--- src/ps2Pkg.sv ---
`default_nettype none

package ps2Pkg;

	typedef enum logic [3:0]
	{
		idle,
		waitHighData,
		dataBit,
		waitHighParity,
		parityBit,
		waitHighStop,
		stopBit,
		finish,
		drainLow
	} frameState_e;

	typedef enum logic [1:0]
	{
		codeByte,
		extPrefix,
		breakPrefix
	} byteKind_e;

	typedef struct packed
	{
		logic [7:0] code;
		logic       pressed;	// make when set.
		logic       extended;	// code came after E0.
	} keyEvent_t;

	typedef struct packed
	{
		logic shift;
		logic ctrl;
		logic alt;
	} modifiers_t;

	localparam logic [7:0] EXT_PREFIX   = 8'hE0;
	localparam logic [7:0] BREAK_PREFIX = 8'hF0;

	localparam int              TIMER_W       = 11;
	localparam logic [TIMER_W-1:0] FRAME_TIMEOUT = 11'd2045;	// cycles from frame start.

	localparam logic [7:0] LSHIFT_CODE = 8'h12;
	localparam logic [7:0] RSHIFT_CODE = 8'h59;
	localparam logic [7:0] CTRL_CODE   = 8'h14;
	localparam logic [7:0] ALT_CODE    = 8'h11;

	localparam int HELD_COUNT_W  = 9;
	localparam int KEY_INDEX_W   = 9;	// extended bit plus code.
	localparam int HELD_MAP_SIZE = 1 << KEY_INDEX_W;

endpackage

`default_nettype wire

--- src/ps2FrameRx.sv ---
`timescale 1ns/100ps
`default_nettype none

module ps2FrameRx
(
	input  wire logic       CLK,
	input  wire logic       RESET_X,
	input  wire logic       ps2Clk,
	input  wire logic       ps2Data,
	output logic      [7:0] rxByte,
	output logic            byteValid,
	output logic            frameError
);

	logic clkMeta;
	logic clkSync;
	logic dataMeta;
	logic dataSync;

	ps2Pkg::frameState_e state;
	logic [2:0] bitCount;
	logic [7:0] shiftReg;
	logic       parityOk;
	logic [ps2Pkg::TIMER_W-1:0] timer;
	logic       inFrame;
	logic       abort;

	// both lines idle high.
	always_ff @(posedge CLK or negedge RESET_X)
	begin
		if (!RESET_X)
		begin
			clkMeta  <= 1'b1;
			clkSync  <= 1'b1;
			dataMeta <= 1'b1;
			dataSync <= 1'b1;
		end
		else
		begin
			clkMeta  <= ps2Clk;
			clkSync  <= clkMeta;
			dataMeta <= ps2Data;
			dataSync <= dataMeta;
		end
	end

	assign inFrame = (state != ps2Pkg::idle) && (state != ps2Pkg::finish) &&
		(state != ps2Pkg::drainLow);
	assign abort = inFrame && (timer == ps2Pkg::FRAME_TIMEOUT);

	// saturates at the limit until the receiver is back in idle.
	always_ff @(posedge CLK or negedge RESET_X)
	begin
		if (!RESET_X)
			timer <= '0;
		else if (state == ps2Pkg::idle)
			timer <= '0;
		else if (timer != ps2Pkg::FRAME_TIMEOUT)
			timer <= timer + 1'b1;
	end

	always_ff @(posedge CLK or negedge RESET_X)
	begin
		if (!RESET_X)
		begin
			state    <= ps2Pkg::idle;
			bitCount <= '0;
			parityOk <= 1'b0;
		end
		else if (abort)
			state <= ps2Pkg::drainLow;	// stalled frame.
		else
		begin
			case (state)
				ps2Pkg::idle:
				begin
					bitCount <= '0;
					if (!clkSync && !dataSync)
						state <= ps2Pkg::waitHighData;	// start bit.
				end
				ps2Pkg::waitHighData:
				begin
					if (clkSync)
						state <= ps2Pkg::dataBit;
				end
				ps2Pkg::dataBit:
				begin
					if (!clkSync)
					begin
						bitCount <= bitCount + 1'b1;
						if (bitCount == 3'd7)
							state <= ps2Pkg::waitHighParity;
						else
							state <= ps2Pkg::waitHighData;
					end
				end
				ps2Pkg::waitHighParity:
				begin
					if (clkSync)
						state <= ps2Pkg::parityBit;
				end
				ps2Pkg::parityBit:
				begin
					if (!clkSync)
					begin
						parityOk <= (dataSync == ~(^shiftReg));	// odd parity.
						state    <= ps2Pkg::waitHighStop;
					end
				end
				ps2Pkg::waitHighStop:
				begin
					if (clkSync)
						state <= ps2Pkg::stopBit;
				end
				ps2Pkg::stopBit:
				begin
					if (!clkSync)
						state <= ps2Pkg::finish;
				end
				ps2Pkg::finish:
					state <= ps2Pkg::drainLow;
				ps2Pkg::drainLow:
				begin
					if (clkSync)
						state <= ps2Pkg::idle;
				end
				default:
					state <= ps2Pkg::idle;
			endcase
		end
	end

	// lsb arrives first.
	always_ff @(posedge CLK)
	begin
		if ((state == ps2Pkg::dataBit) && !clkSync)
			shiftReg <= {dataSync, shiftReg[7:1]};
	end

	assign rxByte     = shiftReg;
	assign byteValid  = (state == ps2Pkg::finish) && parityOk;
	assign frameError = ((state == ps2Pkg::finish) && !parityOk) || abort;

	// a frame ends in one single-cycle outcome.
	singleOutcome: assert property (@(posedge CLK) disable iff (!RESET_X)
		(byteValid || frameError) |=> !(byteValid || frameError));

endmodule

`default_nettype wire

--- src/ps2ScanDecode.sv ---
`timescale 1ns/100ps
`default_nettype none

module ps2ScanDecode
(
	input  wire logic              CLK,
	input  wire logic              RESET_X,
	input  wire logic        [7:0] rxByte,
	input  wire logic              byteValid,
	input  wire logic              frameError,
	output ps2Pkg::keyEvent_t      keyEvent,
	output logic                   eventValid
);

	ps2Pkg::byteKind_e kind;
	logic extPending;
	logic breakPending;

	always_comb
	begin
		if (rxByte == ps2Pkg::EXT_PREFIX)
			kind = ps2Pkg::extPrefix;
		else if (rxByte == ps2Pkg::BREAK_PREFIX)
			kind = ps2Pkg::breakPrefix;
		else
			kind = ps2Pkg::codeByte;	// E1 lands here too.
	end

	always_ff @(posedge CLK or negedge RESET_X)
	begin
		if (!RESET_X)
		begin
			extPending   <= 1'b0;
			breakPending <= 1'b0;
			eventValid   <= 1'b0;
		end
		else
		begin
			eventValid <= 1'b0;
			if (frameError)
			begin
				extPending   <= 1'b0;	// drop a half-built sequence.
				breakPending <= 1'b0;
			end
			else if (byteValid)
			begin
				case (kind)
					ps2Pkg::extPrefix:
						extPending <= 1'b1;
					ps2Pkg::breakPrefix:
						breakPending <= 1'b1;
					default:
					begin
						eventValid   <= 1'b1;
						extPending   <= 1'b0;
						breakPending <= 1'b0;
					end
				endcase
			end
		end
	end

	always_ff @(posedge CLK)
	begin
		if (byteValid && !frameError && (kind == ps2Pkg::codeByte))
		begin
			keyEvent.code     <= rxByte;
			keyEvent.pressed  <= !breakPending;
			keyEvent.extended <= extPending;
		end
	end

	// bytes are a full ps2 frame apart.
	noBackToBack: assert property (@(posedge CLK) disable iff (!RESET_X)
		eventValid |=> !eventValid);

endmodule

`default_nettype wire

--- src/ps2KeyState.sv ---
`timescale 1ns/100ps
`default_nettype none

module ps2KeyState
(
	input  wire logic                            CLK,
	input  wire logic                            RESET_X,
	input  wire ps2Pkg::keyEvent_t               keyEvent,
	input  wire logic                            eventValid,
	output ps2Pkg::keyEvent_t                    lastEvent,
	output logic                                 lastValid,
	output logic [ps2Pkg::HELD_COUNT_W-1:0]      heldCount,
	output ps2Pkg::modifiers_t                   mods
);

	logic [ps2Pkg::HELD_MAP_SIZE-1:0] heldMap;
	logic [ps2Pkg::KEY_INDEX_W-1:0]   keyIndex;
	logic heldBit;
	logic setKey;
	logic clearKey;

	assign keyIndex = {keyEvent.extended, keyEvent.code};
	assign heldBit  = heldMap[keyIndex];
	assign setKey   = eventValid && keyEvent.pressed && !heldBit;	// repeats ignored.
	assign clearKey = eventValid && !keyEvent.pressed && heldBit;

	always_ff @(posedge CLK or negedge RESET_X)
	begin
		if (!RESET_X)
		begin
			heldMap   <= '0;
			heldCount <= '0;
		end
		else if (setKey)
		begin
			heldMap[keyIndex] <= 1'b1;
			heldCount         <= heldCount + 1'b1;
		end
		else if (clearKey)
		begin
			heldMap[keyIndex] <= 1'b0;
			heldCount         <= heldCount - 1'b1;
		end
	end

	always_ff @(posedge CLK or negedge RESET_X)
	begin
		if (!RESET_X)
		begin
			lastEvent <= '0;
			lastValid <= 1'b0;
		end
		else
		begin
			lastValid <= eventValid;
			if (eventValid)
				lastEvent <= keyEvent;
		end
	end

	// levels follow the map, so they move with heldCount.
	assign mods.shift = heldMap[{1'b0, ps2Pkg::LSHIFT_CODE}] |
		heldMap[{1'b0, ps2Pkg::RSHIFT_CODE}];
	assign mods.ctrl = heldMap[{1'b0, ps2Pkg::CTRL_CODE}] |
		heldMap[{1'b1, ps2Pkg::CTRL_CODE}];
	assign mods.alt = heldMap[{1'b0, ps2Pkg::ALT_CODE}] |
		heldMap[{1'b1, ps2Pkg::ALT_CODE}];

	// a new key at full count would wrap past 511.
	heldNoWrap: assert property (@(posedge CLK) disable iff (!RESET_X)
		!(setKey && (heldCount == {ps2Pkg::HELD_COUNT_W{1'b1}})));

endmodule

`default_nettype wire

--- src/ps2Keyboard.sv ---
`timescale 1ns/100ps
`default_nettype none

module ps2Keyboard
(
	input  wire logic                       CLK,
	input  wire logic                       RESET_X,
	input  wire logic                       ps2Clk,
	input  wire logic                       ps2Data,
	output ps2Pkg::keyEvent_t               lastEvent,
	output logic                            lastValid,
	output logic [ps2Pkg::HELD_COUNT_W-1:0] heldCount,
	output ps2Pkg::modifiers_t              mods,
	output logic                            frameError
);

	logic [7:0]        rxByte;
	logic              byteValid;
	ps2Pkg::keyEvent_t keyEvent;
	logic              eventValid;

	ps2FrameRx frameRx (
		.CLK        (CLK),
		.RESET_X    (RESET_X),
		.ps2Clk     (ps2Clk),
		.ps2Data    (ps2Data),
		.rxByte     (rxByte),
		.byteValid  (byteValid),
		.frameError (frameError)
	);

	ps2ScanDecode scanDecode (
		.CLK        (CLK),
		.RESET_X    (RESET_X),
		.rxByte     (rxByte),
		.byteValid  (byteValid),
		.frameError (frameError),
		.keyEvent   (keyEvent),
		.eventValid (eventValid)
	);

	ps2KeyState keyState (
		.CLK        (CLK),
		.RESET_X    (RESET_X),
		.keyEvent   (keyEvent),
		.eventValid (eventValid),
		.lastEvent  (lastEvent),
		.lastValid  (lastValid),
		.heldCount  (heldCount),
		.mods       (mods)
	);

endmodule

`default_nettype wire

--- config.mk ---
export PLATFORM = sky130hd
export DESIGN_NAME = ps2Keyboard
export DESIGN_NICKNAME = d
export VERILOG_FILES = /design/src/ps2Pkg.sv /design/src/ps2FrameRx.sv /design/src/ps2ScanDecode.sv /design/src/ps2KeyState.sv /design/src/ps2Keyboard.sv
export SDC_FILE = /design/constraint.sdc
export NUM_CORES = 1
export LEC_CHECK = 0
export BUFFER_PORTS_ARGS = -buffer_cell sky130_fd_sc_hd__buf_2
export CAP_MARGIN = 5
export CORE_UTILIZATION = 35
export CTS_BUF_LIST = sky130_fd_sc_hd__clkbuf_4
export DETAILED_ROUTE_END_ITERATION = 6
export GPL_ROUTABILITY_DRIVEN = 0
export PLACE_DENSITY = 0.6
export RECOVER_POWER = 100
export SYNTH_ARGS = -nofsm -noshare
export SYNTH_HDL_FRONTEND = slang
export SYNTH_SLANG_ARGS = --single-unit
--- constraint.sdc ---
create_clock -name CLK -period 5.35 [get_ports CLK]
set_input_delay 1.07 -clock CLK [delete_from_list [all_inputs] [get_ports CLK]]
set_output_delay 1.07 -clock CLK [all_outputs]
set_load 0.005 [all_outputs]
Word-level counts from Yosys, hierarchy flattened
Index checks and enable logic that the tools add are counted.

operators by class
  shift-type cells = 0
  $mul = 0
  reductions and logical operators = 36
  mux-type cells = 34
  divide/modulo/power cells = 0
  order comparisons = 2
  equality and inequality tests = 29
  bitwise gates (word level) = 9
  add/sub/neg operators = 4

operators by type and width
  kind                                                                            count
  512-bit two-way mux                                                             2
  512-bit bitwise AND                                                             1
  512-bit NOT                                                                     1
  512-bit OR                                                                      1
  4-bit two-way mux                                                               9
  4-bit case mux with 9 select lines                                              1
  11-bit two-way mux                                                              2
  9-bit two-way mux                                                               2
  4-bit by 3-bit == test with 1-bit output (second input constant)                4
  8-bit == test (second input constant)                                           2
  1-bit logical AND                                                               14
  3-bit by 1-bit != test with 1-bit output (second input constant)                4
  11-bit by 1-bit adder with 11-bit output (second input constant)                1
  11-bit == test (second input constant)                                          1
  11-bit != test (second input constant)                                          1
  9-bit by 10-bit less-than comparator with 1-bit output (second input constant)  1
  9-bit by 1-bit adder with 9-bit output (second input constant)                  1
  1-bit binary-select mux with 9-bit select                                       1
  1-bit demux with 9-bit select                                                   1
  9-bit by 1-bit >= comparator with 1-bit output (second input constant)          1
  1-bit two-way mux                                                               9
  3-bit != test (second input constant)                                           3
  9-bit by 1-bit subtractor with 9-bit output (second input constant)             1
  4-bit by 2-bit == test with 1-bit output (second input constant)                2
  29 further kinds                                                                48

storage, ports and cells
  word-level logic and storage cells = 135
  latch bits = 0
  input port bits = 4
  register bits = 576
  output and inout bits = 24
  RAM bits = 0
  bits in read-only memories = 0
  memories = 0

Depth between registers and ports, before layout
  word-level depth = 8
  gate-level depth with buffers = 24
  depth with buffers taken out = 19

Hierarchy
A second synthesis with hierarchy kept.

second synthesis, totals
  cell total of the unflattened synthesis = 2,992
  area, all modules = 29,305.6 um^2

by module, submodules not included
  module         times used  area each (um^2)  cells an instance  seq. area each (um^2)
  ps2KeyState    1           27,335.0          2,839              13,312.8
  ps2FrameRx     1           1,517.7           128                820.8
  ps2ScanDecode  1           452.9             25                 375.4

Worst setup path before layout
OpenSTA, ideal clock, no wires.

  path type = reg-to-reg
  start = register, netlist name scanDecode.keyEvent[3]
  end = register keyState.heldCount[7] in the netlist's numbering
  setup time = 125 ps
  data required time = 5,225 ps
  data arrival time = 4,545 ps
  path slack = 680 ps
  cell stages (with the launch flop) = 22
  clock period less this slack = 4,670 ps
  buffers on the path = 6
  cell sequence = edfxtp_1 buf_6 buf_6 buf_2 buf_4 buf_1 mux4_2 a22oi_1 a21oi_1 a2111oi_2 o211ai_1 buf_2 or2_2 ha_1 a21o_1 a21o_1 a21o_1 a21oi_1 o21ai_0 a21oi_1 xnor2_1 mux2_4

between the ends
  longest elaborated chain between the ends = 5
  elaborated cells between the ends (all ways) = 7
  those cells by class = mux: 3; reduce/logical: 4

RTL lines
  element                                                         RTL line           RTL
  1-bit binary-select mux with 9-bit select (*)                   ps2KeyState.sv:23  assign heldBit = heldMap[keyIndex];
  1-bit two-way mux (implied by the code) (*)                     ps2KeyState.sv:23
  1-bit logical NOT                                               ps2KeyState.sv:24  assign setKey = eventValid && keyEvent.pressed && !heldBit;
  1-bit logical AND                                               ps2KeyState.sv:24
  9-bit two-way mux / 2-bit nonzero test (equally long branches)  --
  to (signal assigned)                                            ps2KeyState.sv:37  heldCount <= heldCount + 1'b1;
  to (signal assigned)                                            ps2KeyState.sv:42  heldCount <= heldCount - 1'b1;
  to (decl)                                                       ps2KeyState.sv:12  output logic [ps2Pkg::HELD_COUNT_W-1:0] heldCount,

Every way passes the cells marked *; elsewhere a longest branch is shown, timed or not. The select of a mux whose other input is x is not followed.
A chain may end at the register's enable or synchronous reset.

Worst setup path in the final report
  start = register, netlist name scanDecode.keyEvent[3]
  end = register keyState.heldCount[7] in the netlist's numbering

between the ends
  longest elaborated chain between the ends = 5
  elaborated cells between the ends (all ways) = 7
  those cells by class = mux: 3; reduce/logical: 4

RTL lines
  element                                                         RTL line
  1-bit binary-select mux with 9-bit select (*)                   ps2KeyState.sv:23
  1-bit two-way mux (implied by the code) (*)                     ps2KeyState.sv:23
  1-bit logical NOT                                               ps2KeyState.sv:24
  1-bit logical AND                                               ps2KeyState.sv:24
  9-bit two-way mux / 2-bit nonzero test (equally long branches)  --

Marked as above.

==> summary.md <==
| Metric | Value |
|---|---|
| Via count | `26720` |
| Post-synth EDFFs | `18` |
| Top-area cell type share of the netlist area | `0.4735` |
| First-pass GRT wire length | `161500 µm` |
| Core Rows | `105` |
| Synth-to-Final Area Change | `12.84%` |
| Most common cell in the synthesized netlist | `o21ai_0` |
| RR Startpoint | `scanDecode.keyEvent[3]` |
| Synthesized area | `29280 µm²` |
| Post-Syn Area per Cell | `9.712 µm²` |
| CTS root buf | `clkbuf_4` |
| CTS Buffer Depth | `3` |
| Crit. End Element | `flip-flop` |
| Hold path depth | `1` |
| Worst min-delay path endpoint | `frameRx.dataMeta` |
| Initial Utilization | `0.3555` |
| Routed Antenna Nets | `0` |
| Drt first-iter violations | `3319` |
| Port Buffers | `27` |
| Main area contributors after synthesis | `dfrtp_1, o21ai_0, mux4_2, a21oi_1, clkbuf_1` |
| PwrDens | `496.2 nW/µm²` |
| Mapped Cells | `3015` |
| Crit Path Class | `flip-flop to flip-flop` |
| Vias in the first global route | `25550` |
| DIE WIDTH | `291.2 µm` |
| Fin. Hold Viols | `0` |
| Max H-tree Level | `4` |
| Grt ovf | `0` |
| TritonRoute pass-1 iters | `7` |
| Most frequent cells after synthesis | `o21ai_0, dfrtp_1, a21oi_1, clkbuf_1, mux4_2` |
| Sequential share of the synthesized area | `0.4955` |
| Hold Startpoint | `ps2Data` |
| Clk_skew | `61.33 ps` |
| CTS tree | `built` |
| Filler instances | `7885` |
| Avg WL per Cell | `25.27 µm` |
| TritonCTS Buffers | `160` |
| DP Cell Count | `3954` |
| Finished Core Util | `0.4011` |
| DIE AREA | `84820 µm²` |
| Required @ worst endpoint | `6260 ps` |
| Total clock sinks | `576` |
| Initial antenna violation count | `7` |
| Post-Route Setup TNS | `0 ps` |
| Status | `complete, but fails checks` |
| Final Non-Filler Cells | `4244` |
| Failing checks | `design-rule violations, max-capacitance violations, max-slew violations` |
| Distinct cells, synth | `66` |
| WHS | `147.9 ps` |
| CTS clk-pin slew, worst paths | `70 ps` |
| Worst-skew pair later-pin latency | `1070 ps` |
| Fin. max-slew vios | `1229` |
| Final min period | `5147 ps` |
| Io pins | `28` |
| P_leak | `12.96 nW` |
| # setup viols final | `0` |
| Worst reg2reg path depth | `21` |
| Total track usage | `0.2479` |
| Die Ht | `291.2 µm` |
| Core area | `82370 µm²` |
| Startpoint types | `flip-flop` |
| Final HPWL DP | `58650 µm` |
| Largest area contributor in the netlist | `dfrtp_1` |
| Share of layout cells above drive strength 1 | `0.1800` |
| Period utilization | `0.9621` |
| VDD IR max | `274.2 µV` |
| Max Clk Rate | `0.1943 GHz` |
| Crit Path Max Fanout | `23` |
| FFs w/ async S/R, synth | `0.9688` |
| Max_slew headroom | `-1.034` |
| Worst Tran Pin Value | `3050 ps` |
| Hold Path Class | `input port to flip-flop` |
| Synth Warn # | `0` |
| R2r endpoint | `keyState.heldCount[7]` |
| MaxCap Viol Count | `24` |
| Final nets | `3078` |
| Post-synthesis register bit count | `576` |
| Final WL | `107200 µm` |
| Pwr Total | `16.39 mW` |
| Synth Net Count | `3037` |
| DR vias/cell | `6.296` |
| DRC Markers | `30` |
| Ys flop type | `dfrtp_1` |
| Critical Path AT | `6060 ps` |
| R2r setup slk | `200 ps` |
| Largest net degree at the start of global routing | `211` |
[how the worst max path moves through the flow]
| stage | slack (ps) | from | to |
|---|---|---|---|
| finish | 200 | scanDecode.keyEvent[3] | keyState.heldCount[7] |
| detailed placement | -120 | scanDecode.keyEvent[3] | keyState.heldCount[8] |
| global placement | 60 | scanDecode.keyEvent[3] | keyState.heldCount[8] |
| CTS | 130 | scanDecode.keyEvent[3] | keyState.heldCount[8] |
| global route | -20 | scanDecode.keyEvent[3] | keyState.heldCount[8] |
| floorplan | 680 | scanDecode.keyEvent[3] | keyState.heldCount[7] |
[per-layer routing]
metal	GRT usage	wire, µm
met5	0	28
met4	0.1031	4201
met3	0.06925	12240
met2	0.3636	46860
met1	0.3429	43910
[timing repair]
item,in CTS,in global routing
resized for setup,2,5
gates cloned,0,3
hold buffers,0,0
endpoints found under the setup margin,2,90
setup buffers,0,7
pin swaps,0,1
[where the power goes]
group	switching (mW)	internal, mW	total (mW)
registers	1.47	6.30	7.77
clock network	1.99	2.30	4.29
logic	2.16	2.17	4.33
[final cells by class]
cell class              instances  area, µm²  area share
flip-flops and latches        576      14510      0.4391
multi-input cells            2137      13660      0.4135
clock buffers                 230       1727     0.05226
repair buffers                163       1349     0.04082
well taps                    1070       1339     0.04052
clock inverters                43      369.1     0.01117
inverters                      18      67.56    0.002045
diodes                          7      17.52   0.0005302
[through the flow]
stage                     cell area, µm²  setup WS, ps
after floorplan                    29280         679.7
after global placement             30940         56.31
after detailed placement           30940        -117.9
after CTS                          33040         131.2
after global routing               33030        -15.47
final                              33040         202.6
[worst max-delay path, cell delays in order, from the launching register on]
cell       delay [ps]
edfxtp_1          490
buf_12            200
buf_12            120
buf_12            150
mux4_2            300
mux2_2            260
and3_1            180
a2111oi_2         330
o2111ai_1         240
a2111oi_2         390
o211ai_1          130
buf_4             180
or2_2             360
ha_1              290
a21o_1            170
a21o_1            190
a21o_1            180
a21oi_1           180
o21ai_0           110
a21oi_1           190
xnor2_1            80
mux2_4            250
[placed cells by master, fill, tap and decap left out, drive strengths merged, types with 8 or more instances in the layout]
| cell type | count |
|---|---|
| ha | 17 |
| nand2b | 10 |
| nor2b | 10 |
| nor3 | 23 |
| edfxtp | 18 |
| mux4 | 124 |
| nand2 | 80 |
| buf | 133 |
| o21ai | 1039 |
| nor3b | 8 |
| a21oi | 539 |
| nand3 | 26 |
| mux2 | 19 |
| clkbuf | 260 |
| dfrtp | 554 |
| mux2i | 29 |
| nor2 | 72 |
| clkinv | 30 |
| a22oi | 19 |
| xnor2 | 11 |
| a31oi | 8 |
| inv | 21 |
| and3 | 9 |
[logic make-up after synthesis]
group                    Yosys count  share of synthesized area
AO/OA/AOI/OAI                   1652                     0.2901
flip-flops                       576                     0.4955
buffers and inverters            302                    0.04171
AND/OR/NAND/NOR                  280                    0.04645
multiplexers                     172                     0.1138
adder cells (fa/ha/maj)           18                   0.007948
XOR/XNOR                          15                   0.004487
(Power assumes the default switching activity.)
